--- config.mk ---
export PLATFORM = sky130hd
export DESIGN_NAME = bcam_banks
export DESIGN_NICKNAME = d
export VERILOG_FILES = /design/src/rtl/bcam_key_pkg.sv /design/src/rtl/bcam_op_pkg.sv /design/src/rtl/bcam_mem_if.sv /design/src/rtl/bcam_array.sv /design/src/rtl/bcam_banks.sv /design/src/rtl/bcam_core.sv
export SDC_FILE = /design/constraint.sdc
export NUM_CORES = 2
export LEC_CHECK = 0
export ABC_AREA = 1
export BUFFER_PORTS_ARGS = -buffer_cell sky130_fd_sc_hd__buf_2
export CAP_MARGIN = 20
export CORE_UTILIZATION = 30
export DETAILED_ROUTE_END_ITERATION = 8
export HOLD_SLACK_MARGIN = 0.06
export PLACE_DENSITY = 0.55
export SLEW_MARGIN = 30
export SYNTH_ARGS = -nofsm -noshare
export SYNTH_HDL_FRONTEND = slang
export SYNTH_HIERARCHICAL = 1
export SYNTH_SLANG_ARGS = --single-unit
--- constraint.sdc ---
create_clock -name clk -period 3.9 [get_ports clk]
set_input_delay 0.39 -clock clk [delete_from_list [all_inputs] [get_ports clk]]
set_output_delay 0.39 -clock clk [all_outputs]
set_load 0.01 [all_outputs]
--- src/rtl/bcam_key_pkg.sv ---
package bcam_key_pkg;

  localparam int QID_W = 7;
  localparam int HID_W = 16;
  localparam int FID_W = 11;

  // flow key is qid on top of hid
  localparam int KEY_W = QID_W + HID_W;

  // storage word carries a valid bit above the key
  localparam int ENTRY_W     = KEY_W + 1;
  localparam int ENTRY_VALID = KEY_W;

  typedef logic [QID_W-1:0] qid_t;
  typedef logic [HID_W-1:0] hid_t;

  // opaque flow tag, passed through untouched
  typedef logic [FID_W-1:0] fid_t;

  typedef logic [KEY_W-1:0]   key_t;
  typedef logic [ENTRY_W-1:0] entry_t;

endpackage

--- src/rtl/bcam_op_pkg.sv ---
package bcam_op_pkg;

  typedef enum logic [1:0] {
    OP_NOP    = 2'd0,
    OP_LOOKUP = 2'd1,
    OP_INSERT = 2'd2,
    OP_REMOVE = 2'd3
  } bcam_op_t;

  // per-bank error vector
  localparam int BANK_ERR_W     = 2;
  localparam int ERR_MULTI_HIT  = 0;
  localparam int ERR_OP_IN_INIT = 1;

  // offset above the per-bank error field in the top error vector
  localparam int ERR_XBANK_HIT = 0;

  // bank sweeps storage before accepting ops
  typedef enum logic {
    ST_INIT,
    ST_RUN
  } core_state_t;

endpackage

--- src/rtl/bcam_mem_if.sv ---
interface bcam_mem_if #(
  parameter int ENTRIES = 16
);
  import bcam_key_pkg::*;

  localparam int AW = (ENTRIES > 1) ? $clog2(ENTRIES) : 1;

  // write port
  logic          wen;
  logic [AW-1:0] waddr;
  entry_t        wdata;

  // compare port, match returns one cycle after cen
  logic               cen;
  key_t               cmp_key;
  logic [ENTRIES-1:0] match;

  modport core (
    output wen, waddr, wdata, cen, cmp_key,
    input  match
  );

  modport array (
    input  wen, waddr, wdata, cen, cmp_key,
    output match
  );

endinterface

--- src/rtl/bcam_array.sv ---
module bcam_array #(
  parameter int ENTRIES = 16
) (
    input logic        clk
  , input logic        reset
  , bcam_mem_if.array  mem
);
  import bcam_key_pkg::*;

  entry_t             words_q [ENTRIES];
  logic [ENTRIES-1:0] hit;

  // contents are swept by the core after reset
  always_ff @(posedge clk) begin
    if (mem.wen) begin
      words_q[mem.waddr] <= mem.wdata;
    end
  end

  // compare against contents before this cycle's write
  always_comb begin
    for (int i = 0; i < ENTRIES; i++) begin
      hit[i] = words_q[i][ENTRY_VALID] && (words_q[i][KEY_W-1:0] == mem.cmp_key);
    end
  end

  always_ff @(posedge clk) begin
    if (reset) begin
      mem.match <= '0;
    end else if (mem.cen) begin
      mem.match <= hit;
    end else begin
      mem.match <= '0;
    end
  end

  // address from the core always lands inside the array
  a_waddr_range: assert property (
    @(posedge clk) disable iff (reset)
    mem.wen |-> (int'(mem.waddr) < ENTRIES)
  );

endmodule

--- src/rtl/bcam_banks.sv ---
module bcam_banks #(
  parameter int BANKS   = 4,
  parameter int ENTRIES = 16
) (
    input  logic                                        clk
  , input  logic                                        reset
  , input  logic                    [BANKS-1:0]         in_valid
  , input  bcam_op_pkg::bcam_op_t   [BANKS-1:0]         in_op
  , input  bcam_key_pkg::fid_t      [BANKS-1:0]         in_fid
  , input  bcam_key_pkg::qid_t      [BANKS-1:0]         in_qid
  , input  bcam_key_pkg::hid_t      [BANKS-1:0]         in_hid
  , output logic                    [BANKS-1:0]         out_valid
  , output bcam_op_pkg::bcam_op_t   [BANKS-1:0]         out_op
  , output bcam_key_pkg::fid_t      [BANKS-1:0]         out_fid
  , output bcam_key_pkg::qid_t      [BANKS-1:0]         out_qid
  , output bcam_key_pkg::hid_t      [BANKS-1:0]         out_hid
  , output logic                    [BANKS-1:0]         out_hit
  , output logic                    [BANKS-1:0]         out_vac
  , output logic [bcam_op_pkg::BANK_ERR_W*BANKS:0]      error
  , output logic                    [BANKS-1:0]         init_active
  , output logic                    [BANKS-1:0]         notempty
);
  import bcam_key_pkg::*;
  import bcam_op_pkg::*;

  localparam int CW = $clog2(BANKS + 1);

  logic [BANKS-1:0][BANK_ERR_W-1:0] bank_err;
  logic [CW-1:0]                    hit_cnt;
  logic                             xbank_hit;

  for (genvar b = 0; b < BANKS; b++) begin : gen_bank
    bcam_mem_if #(.ENTRIES(ENTRIES)) mem_if ();

    bcam_core #(.ENTRIES(ENTRIES)) core_i (
        .clk         (clk)
      , .reset       (reset)
      , .in_valid    (in_valid[b])
      , .in_op       (in_op[b])
      , .in_fid      (in_fid[b])
      , .in_qid      (in_qid[b])
      , .in_hid      (in_hid[b])
      , .mem         (mem_if.core)
      , .out_valid   (out_valid[b])
      , .out_op      (out_op[b])
      , .out_fid     (out_fid[b])
      , .out_qid     (out_qid[b])
      , .out_hid     (out_hid[b])
      , .out_hit     (out_hit[b])
      , .out_vac     (out_vac[b])
      , .error       (bank_err[b])
      , .init_active (init_active[b])
      , .notempty    (notempty[b])
    );

    bcam_array #(.ENTRIES(ENTRIES)) array_i (
        .clk   (clk)
      , .reset (reset)
      , .mem   (mem_if.array)
    );
  end

  // same key hitting in more than one bank on a bank 0 lookup
  always_comb begin
    hit_cnt = '0;
    for (int b = 0; b < BANKS; b++) begin
      hit_cnt = hit_cnt + CW'(out_hit[b]);
    end
    xbank_hit = out_valid[0] && (out_op[0] == OP_LOOKUP) && (hit_cnt > CW'(1));
  end

  always_comb begin
    error[BANK_ERR_W*BANKS-1:0]             = bank_err;
    error[BANK_ERR_W*BANKS + ERR_XBANK_HIT] = xbank_hit;
  end

endmodule

--- src/rtl/bcam_core.sv ---
module bcam_core #(
  parameter int ENTRIES = 16
) (
    input  logic                                  clk
  , input  logic                                  reset
  , input  logic                                  in_valid
  , input  bcam_op_pkg::bcam_op_t                 in_op
  , input  bcam_key_pkg::fid_t                    in_fid
  , input  bcam_key_pkg::qid_t                    in_qid
  , input  bcam_key_pkg::hid_t                    in_hid
  , bcam_mem_if.core                              mem
  , output logic                                  out_valid
  , output bcam_op_pkg::bcam_op_t                 out_op
  , output bcam_key_pkg::fid_t                    out_fid
  , output bcam_key_pkg::qid_t                    out_qid
  , output bcam_key_pkg::hid_t                    out_hid
  , output logic                                  out_hit
  , output logic                                  out_vac
  , output logic [bcam_op_pkg::BANK_ERR_W-1:0]    error
  , output logic                                  init_active
  , output logic                                  notempty
);
  import bcam_key_pkg::*;
  import bcam_op_pkg::*;

  localparam int AW = (ENTRIES > 1) ? $clog2(ENTRIES) : 1;

  core_state_t        state_q;
  logic [AW-1:0]      init_cnt_q;
  logic [ENTRIES-1:0] valid_q;
  logic [ENTRIES-1:0] valid_d;
  logic [ENTRIES-1:0] ins_set;
  logic [ENTRIES-1:0] match_m;
  logic [ENTRIES-1:0] rm_clr;
  logic [AW-1:0]      ins_addr;
  logic [AW-1:0]      rm_addr;
  logic               accept;
  logic               any_free;
  logic               ins_wen;
  logic               rm_wen;
  logic               s1_cmp;
  logic               multi_hit;
  key_t               in_key;

  // stage 1 payload
  logic     s1_valid;
  bcam_op_t s1_op;
  fid_t     s1_fid;
  key_t     s1_key;
  logic     s1_vac;

  // init sweep, one address per cycle
  always_ff @(posedge clk) begin
    if (reset) begin
      state_q    <= ST_INIT;
      init_cnt_q <= '0;
    end else if (state_q == ST_INIT) begin
      init_cnt_q <= init_cnt_q + 1'b1;
      if (init_cnt_q == AW'(ENTRIES - 1)) begin
        state_q <= ST_RUN;
      end
    end
  end

  assign init_active = (state_q == ST_INIT);
  assign accept      = in_valid && (state_q == ST_RUN);
  assign in_key      = {in_qid, in_hid};

  // lowest free entry
  always_comb begin
    ins_addr = '0;
    for (int i = ENTRIES - 1; i >= 0; i--) begin
      if (!valid_q[i]) begin
        ins_addr = AW'(i);
      end
    end
  end

  assign any_free = ~&valid_q;
  assign ins_wen  = accept && (in_op == OP_INSERT) && any_free;
  assign ins_set  = ins_wen ? (ENTRIES'(1) << ins_addr) : '0;

  // match comes back in stage 1, masked by the bitmap
  assign s1_cmp    = s1_valid && ((s1_op == OP_LOOKUP) || (s1_op == OP_REMOVE));
  assign match_m   = s1_cmp ? (mem.match & valid_q) : '0;
  assign multi_hit = (match_m & (match_m - 1'b1)) != '0;
  assign rm_clr    = (s1_op == OP_REMOVE) ? match_m : '0;

  always_comb begin
    rm_addr = '0;
    for (int i = ENTRIES - 1; i >= 0; i--) begin
      if (rm_clr[i]) begin
        rm_addr = AW'(i);
      end
    end
  end

  // insert wins the write port, stale word stays hidden by the bitmap
  assign rm_wen  = (rm_clr != '0) && !ins_wen;
  assign valid_d = (valid_q & ~rm_clr) | ins_set;

  always_ff @(posedge clk) begin
    if (reset) begin
      valid_q <= '0;
    end else begin
      valid_q <= valid_d;
    end
  end

  assign notempty = |valid_q;

  always_comb begin
    mem.wen   = 1'b0;
    mem.waddr = '0;
    mem.wdata = '0;
    if (state_q == ST_INIT) begin
      mem.wen   = 1'b1;
      mem.waddr = init_cnt_q;
    end else if (ins_wen) begin
      mem.wen   = 1'b1;
      mem.waddr = ins_addr;
      mem.wdata = entry_t'({1'b1, in_key});
    end else if (rm_wen) begin
      mem.wen   = 1'b1;
      mem.waddr = rm_addr;
    end
  end

  assign mem.cen     = accept && ((in_op == OP_LOOKUP) || (in_op == OP_REMOVE));
  assign mem.cmp_key = in_key;

  always_ff @(posedge clk) begin
    if (reset) begin
      s1_valid  <= 1'b0;
      out_valid <= 1'b0;
      error     <= '0;
    end else begin
      s1_valid                <= accept;
      out_valid               <= s1_valid;
      error[ERR_MULTI_HIT]    <= multi_hit;
      error[ERR_OP_IN_INIT]   <= in_valid && (state_q == ST_INIT);
    end
  end

  always_ff @(posedge clk) begin
    s1_op   <= in_op;
    s1_fid  <= in_fid;
    s1_key  <= in_key;
    s1_vac  <= any_free;
    out_op  <= s1_op;
    out_fid <= s1_fid;
    out_qid <= s1_key[HID_W +: QID_W];
    out_hid <= s1_key[HID_W-1:0];
    out_hit <= |match_m;
    out_vac <= s1_vac;
  end

  // a valid word only lands in an entry that the bitmap shows free
  a_no_insert_full: assert property (
    @(posedge clk) disable iff (reset)
    (mem.wen && mem.wdata[ENTRY_VALID]) |-> !valid_q[mem.waddr]
  );

  a_no_out_in_init: assert property (
    @(posedge clk) disable iff (reset)
    (state_q == ST_INIT) |-> !out_valid
  );

endmodule

==> flow_results.xml <==
<?xml version="1.0" encoding="UTF-8"?>
<metrics>
  <group name="outcome">
    <metric name="run_status" unit="">completed</metric>
  </group>
  <group name="synthesis">
    <metric name="syn-mean-instance-area" unit="µm²">9.23</metric>
    <metric name="synth_simple_gate_area_share" unit="%">24.0</metric>
    <metric name="yosys_warnings" unit="">6</metric>
    <metric name="synth.ff_latch_count" unit="">2000</metric>
    <metric name="yosys.cell_count.top_type" unit="">nand2_1</metric>
    <metric name="synth_largest_type_area_fraction" unit="%">50.6</metric>
    <metric name="syn-instance-count" unit="">9876</metric>
    <metric name="synth.top_cells.by_area" unit="">edfxtp_1, nand2_1, dfxtp_1</metric>
    <metric name="netlist_area" unit="µm²">91200</metric>
    <metric name="ys_top_cells_by_count" unit="">nand2_1, edfxtp_1, inv_1</metric>
    <metric name="synth_fa_ha_area_share" unit="%">0.126</metric>
    <metric name="synth.lib_cells_used.distinct" unit="">46</metric>
    <metric name="yosys-mux-area-fraction" unit="%">0</metric>
    <metric name="yosys.area.top_type" unit="">edfxtp_1</metric>
    <metric name="synth-async-reset-ratio" unit="%">0</metric>
    <metric name="complex_gate_fraction_of_the_synthesized_area" unit="%">1.27</metric>
    <metric name="syn_nets" unit="">10000</metric>
    <metric name="main_combinational_cell_family_by_area_after_synthesis" unit="">simple AND/OR/NAND/NOR gates</metric>
    <metric name="post_synth_xor_area_fraction" unit="%">4.73</metric>
    <metric name="synth_edf_count" unit="">1536</metric>
    <metric name="ys.flop_type" unit="">edfxtp_1</metric>
    <metric name="yosysSeqAreaShare" unit="%">60.8</metric>
  </group>
  <group name="cells_and_area">
    <metric name="seq_area" unit="µm²">55400</metric>
    <metric name="filler_cell_count" unit="">30100</metric>
    <metric name="layout_cell_share_with_drive_strength_beyond_1" unit="%">12.8</metric>
    <metric name="multi_input_gate_area" unit="µm²">28000</metric>
    <metric name="final_cells" unit="">14600</metric>
    <metric name="finalNetCount" unit="">10600</metric>
    <metric name="finish.utilization" unit="%">35.3</metric>
    <metric name="area.growth.synth_to_final" unit="%">17.1</metric>
  </group>
  <group name="sta">
    <metric name="worst_clock_skew" unit="ps">86.4</metric>
    <metric name="final.setup.tns" unit="ps">0</metric>
    <metric name="postLayoutSetupSlackWorst" unit="ps">361</metric>
    <metric name="fmax" unit="GHz">0.283</metric>
    <metric name="final.min_clock_period" unit="ps">3540</metric>
    <metric name="post-route-period-util" unit="%">90.7</metric>
    <metric name="rsz_0062_raised_after_global_routing" unit="">false</metric>
    <metric name="slew_viol_final" unit="">0</metric>
    <metric name="finalHoldViolCount" unit="">0</metric>
    <metric name="setup_viol" unit="">0</metric>
    <metric name="relSlewSlack" unit="%">50.4</metric>
    <metric name="worst_pin_slew" unit="ps">743</metric>
    <metric name="whs" unit="ps">150</metric>
  </group>
  <group name="worst_setup_path">
    <metric name="crit_fanout" unit="">24</metric>
    <metric name="crit_top_cell" unit="">inv_2</metric>
    <metric name="crit_path_top_delay_cell" unit="">dfxtp_1</metric>
    <metric name="timing.critical_path.cells" unit="">inv_2 &gt; nor2_2 &gt; nor2_1 &gt; nand2_1 &gt; nor2_1 &gt; nand2_2 &gt; inv_2 &gt; nor2_4 &gt; inv_2 &gt; nor3_4 &gt; nand3_2 &gt; a31oi_1 &gt; nand3_1 &gt; nor2_4 &gt; buf_4</metric>
    <metric name="critical_path.endpoint_type" unit="">flop</metric>
    <metric name="timing.critical_path.slowest_cell_delay" unit="ps">600</metric>
    <metric name="timing.critical_path.required" unit="ps">4360</metric>
    <metric name="worst-setup-path-type" unit="">flop to flop</metric>
    <metric name="cp-start-kind" unit="">flop</metric>
    <metric name="critical_path_arrival" unit="ps">4000</metric>
    <metric name="critPathTopFamily" unit="">simple AND/OR/NAND/NOR gates</metric>
    <metric name="critical_path.n_buffers_inverters" unit="">4</metric>
  </group>
  <group name="floorplan">
    <metric name="placementRows" unit="">202</metric>
    <metric name="floorplan.core_area" unit="µm²">303000</metric>
    <metric name="die_area" unit="µm²">306000</metric>
    <metric name="die-height" unit="µm">553</metric>
    <metric name="horizontal_die_dimension" unit="µm">553</metric>
    <metric name="io-pin-count" unit="">323</metric>
    <metric name="initial_utilization" unit="%">30.1</metric>
  </group>
  <group name="grt">
    <metric name="gr-total-overflow" unit="">0</metric>
    <metric name="antenna_violations_before_repair" unit="">7</metric>
    <metric name="global_route_wire_length_before_repair" unit="µm">373000</metric>
    <metric name="grt_usage" unit="%">16.0</metric>
    <metric name="number_of_global_route_vias_before_repair" unit="">59400</metric>
    <metric name="grt_max_degree" unit="">43</metric>
  </group>
  <group name="routing">
    <metric name="remaining_drc_errors" unit="">0</metric>
    <metric name="wire_length_reported_by_the_detailed_router" unit="µm">250000</metric>
    <metric name="routed-via-count" unit="">62900</metric>
    <metric name="dr.pass1.iters" unit="">6</metric>
    <metric name="per_cell_via_count_in_the_routed_design" unit="">4.30</metric>
    <metric name="detailedRoute.firstIterationViolations" unit="">4475</metric>
    <metric name="antenna_violating_nets_post_route" unit="">0</metric>
    <metric name="detail_route.wl_per_cell" unit="µm">17.1</metric>
  </group>
  <group name="clock_tree">
    <metric name="ctsHtreeMaxLevel" unit="">4</metric>
    <metric name="cts_inserted_buffers" unit="">231</metric>
    <metric name="clock_sinks" unit="">2000</metric>
    <metric name="clkTransAtPathRegs" unit="ps">60</metric>
    <metric name="post_cts.resized_instances" unit="">0</metric>
    <metric name="root_buffer" unit="">clkbuf_16</metric>
    <metric name="clock_latency" unit="ps">890</metric>
    <metric name="tritoncts" unit="">done</metric>
    <metric name="post_cts_buffers" unit="">0</metric>
    <metric name="max-clock-path-buffers" unit="">4</metric>
  </group>
  <group name="placement">
    <metric name="preCtsSetupSlack" unit="ps">444</metric>
    <metric name="detailed_placement_hpwl" unit="µm">160000</metric>
    <metric name="gp_routability_congestion" unit="">0.850</metric>
    <metric name="portBuffers" unit="">322</metric>
    <metric name="post_placement_cell_count" unit="">14000</metric>
  </group>
  <group name="pwr">
    <metric name="vdd.ir_drop.worst" unit="V">0.000496</metric>
    <metric name="power.static_leakage" unit="nW">44.3</metric>
    <metric name="cellPowerDensity" unit="nW/µm²">452</metric>
  </group>
  <group name="run">
    <metric name="max_cap_violations" unit="">0</metric>
  </group>
  <group name="min_path">
    <metric name="hold_path_class" unit="">input port to flop</metric>
  </group>
</metrics>
timing repair:
action | in CTS | in global routing
endpoints found under the setup margin | 0 | 0
endpoints found under the hold margin | 193 | 0
hold buffers | 180 | 0
through the flow:
step / instance area (µm²) / power [W]
floorplan: 91200 / 0.0258
global placement: 97100 / 0.0265
detailed placement: 97100 / 0.0266
CTS: 107000 / 0.0488
global route: 107000 / 0.0499
finish: 107000 / 0.0482
placed cells by master (no fill, tap or decap), types with 16 or more instances in the layout:
master	count
inv_2	55
nor2_2	113
buf_4	208
nor2_1	1100
xnor2_1	492
nand3_1	115
dlygate4sd3_1	180
a21oi_1	81
clkbuf_1	55
nand2_2	70
clkbuf_8	29
nand3_2	28
buf_12	21
nor2_4	88
nor4_1	16
nand4_1	62
inv_4	40
dfxtp_1	464
clkinv_2	38
buf_2	321
nor3_1	16
o21ai_0	41
a31oi_1	16
inv_1	1244
edfxtp_1	1536
clkbuf_16	243
nand2_1	3814
worst paths after layout:
kind | startpoint | to | cells after the start | slack, ps
setup / recovery | gen_bank[3].core_i/s1_op[1] | gen_bank[3].array_i/words_q[8][21] | 15 | 360
hold / removal | in_fid[11] | gen_bank[1].core_i/s1_fid[0] | 2 | 150
setup reg to reg | gen_bank[3].core_i/s1_op[1] | gen_bank[3].array_i/words_q[8][21] | 15 | 360
hold reg to reg | gen_bank[2].core_i/s1_key[11] | gen_bank[2].core_i/out_hid[11] | 0 | 310
registers in the layout (all words and copies together) (netlist names), 16 cells and up:
signal                      count
gen_bank.core_i/out_qid        28
gen_bank.core_i/init_cnt_q     16
gen_bank.core_i/s1_key         92
gen_bank.core_i/out_fid        44
gen_bank.core_i/out_hid        64
gen_bank.core_i/s1_fid         44
gen_bank.core_i/valid_q        64
gen_bank.array_i/mem.match     64
gen_bank.array_i/words_q     1536
area by class of cell:
cell class	instances	area share [%]
multi-input cells	6152	26.2
repair buffers	730	5.05
clock inverters	102	1.04
well taps	3978	4.66
diodes	1	0.00234
flip-flops and latches	2000	51.9
clock buffers	332	6.29
inverters	1339	4.80
per-layer routing:
metal  share of wire (%)  GRT usage, %  wire (µm)  up-vias
li1                    -             -          -    31600
met1                  45          21.3     112000    29600
met2                  48          27.5     120000     1430
met3                 4.9          1.85      12300      308
met4                 2.2          4.04       5500        4
met5              0.0072             0         18        -
where the power goes:
group | switching, W | internal (W)
Combinational | 0.00189 | 0.000962
Sequential | 0.000167 | 0.0232
Clock | 0.00912 | 0.0129
Total | 0.0112 | 0.0370
worst register-to-register path: stages, from the launching register on:
cell,delay (ps)
dfxtp_1,600
inv_2,230
nor2_2,200
nor2_1,100
nand2_1,90
nor2_1,50
nand2_2,80
inv_2,50
nor2_4,80
inv_2,60
nor3_4,120
nand3_2,70
a31oi_1,370
nand3_1,430
nor2_4,180
buf_4,400
kinds of logic (layout without fill, tap and decap cells):
group                      Yosys count  count (layout)
adders and majority gates            9               9
AOI/OAI and AO/OA                  189             189
buffers and inverters             1724            2503
and+or+nand+nor                   5462            5462
other                                0               1
xor gates and xnor gates           492             492
DFF                               2000            2000
(Power assumes the default switching activity.)
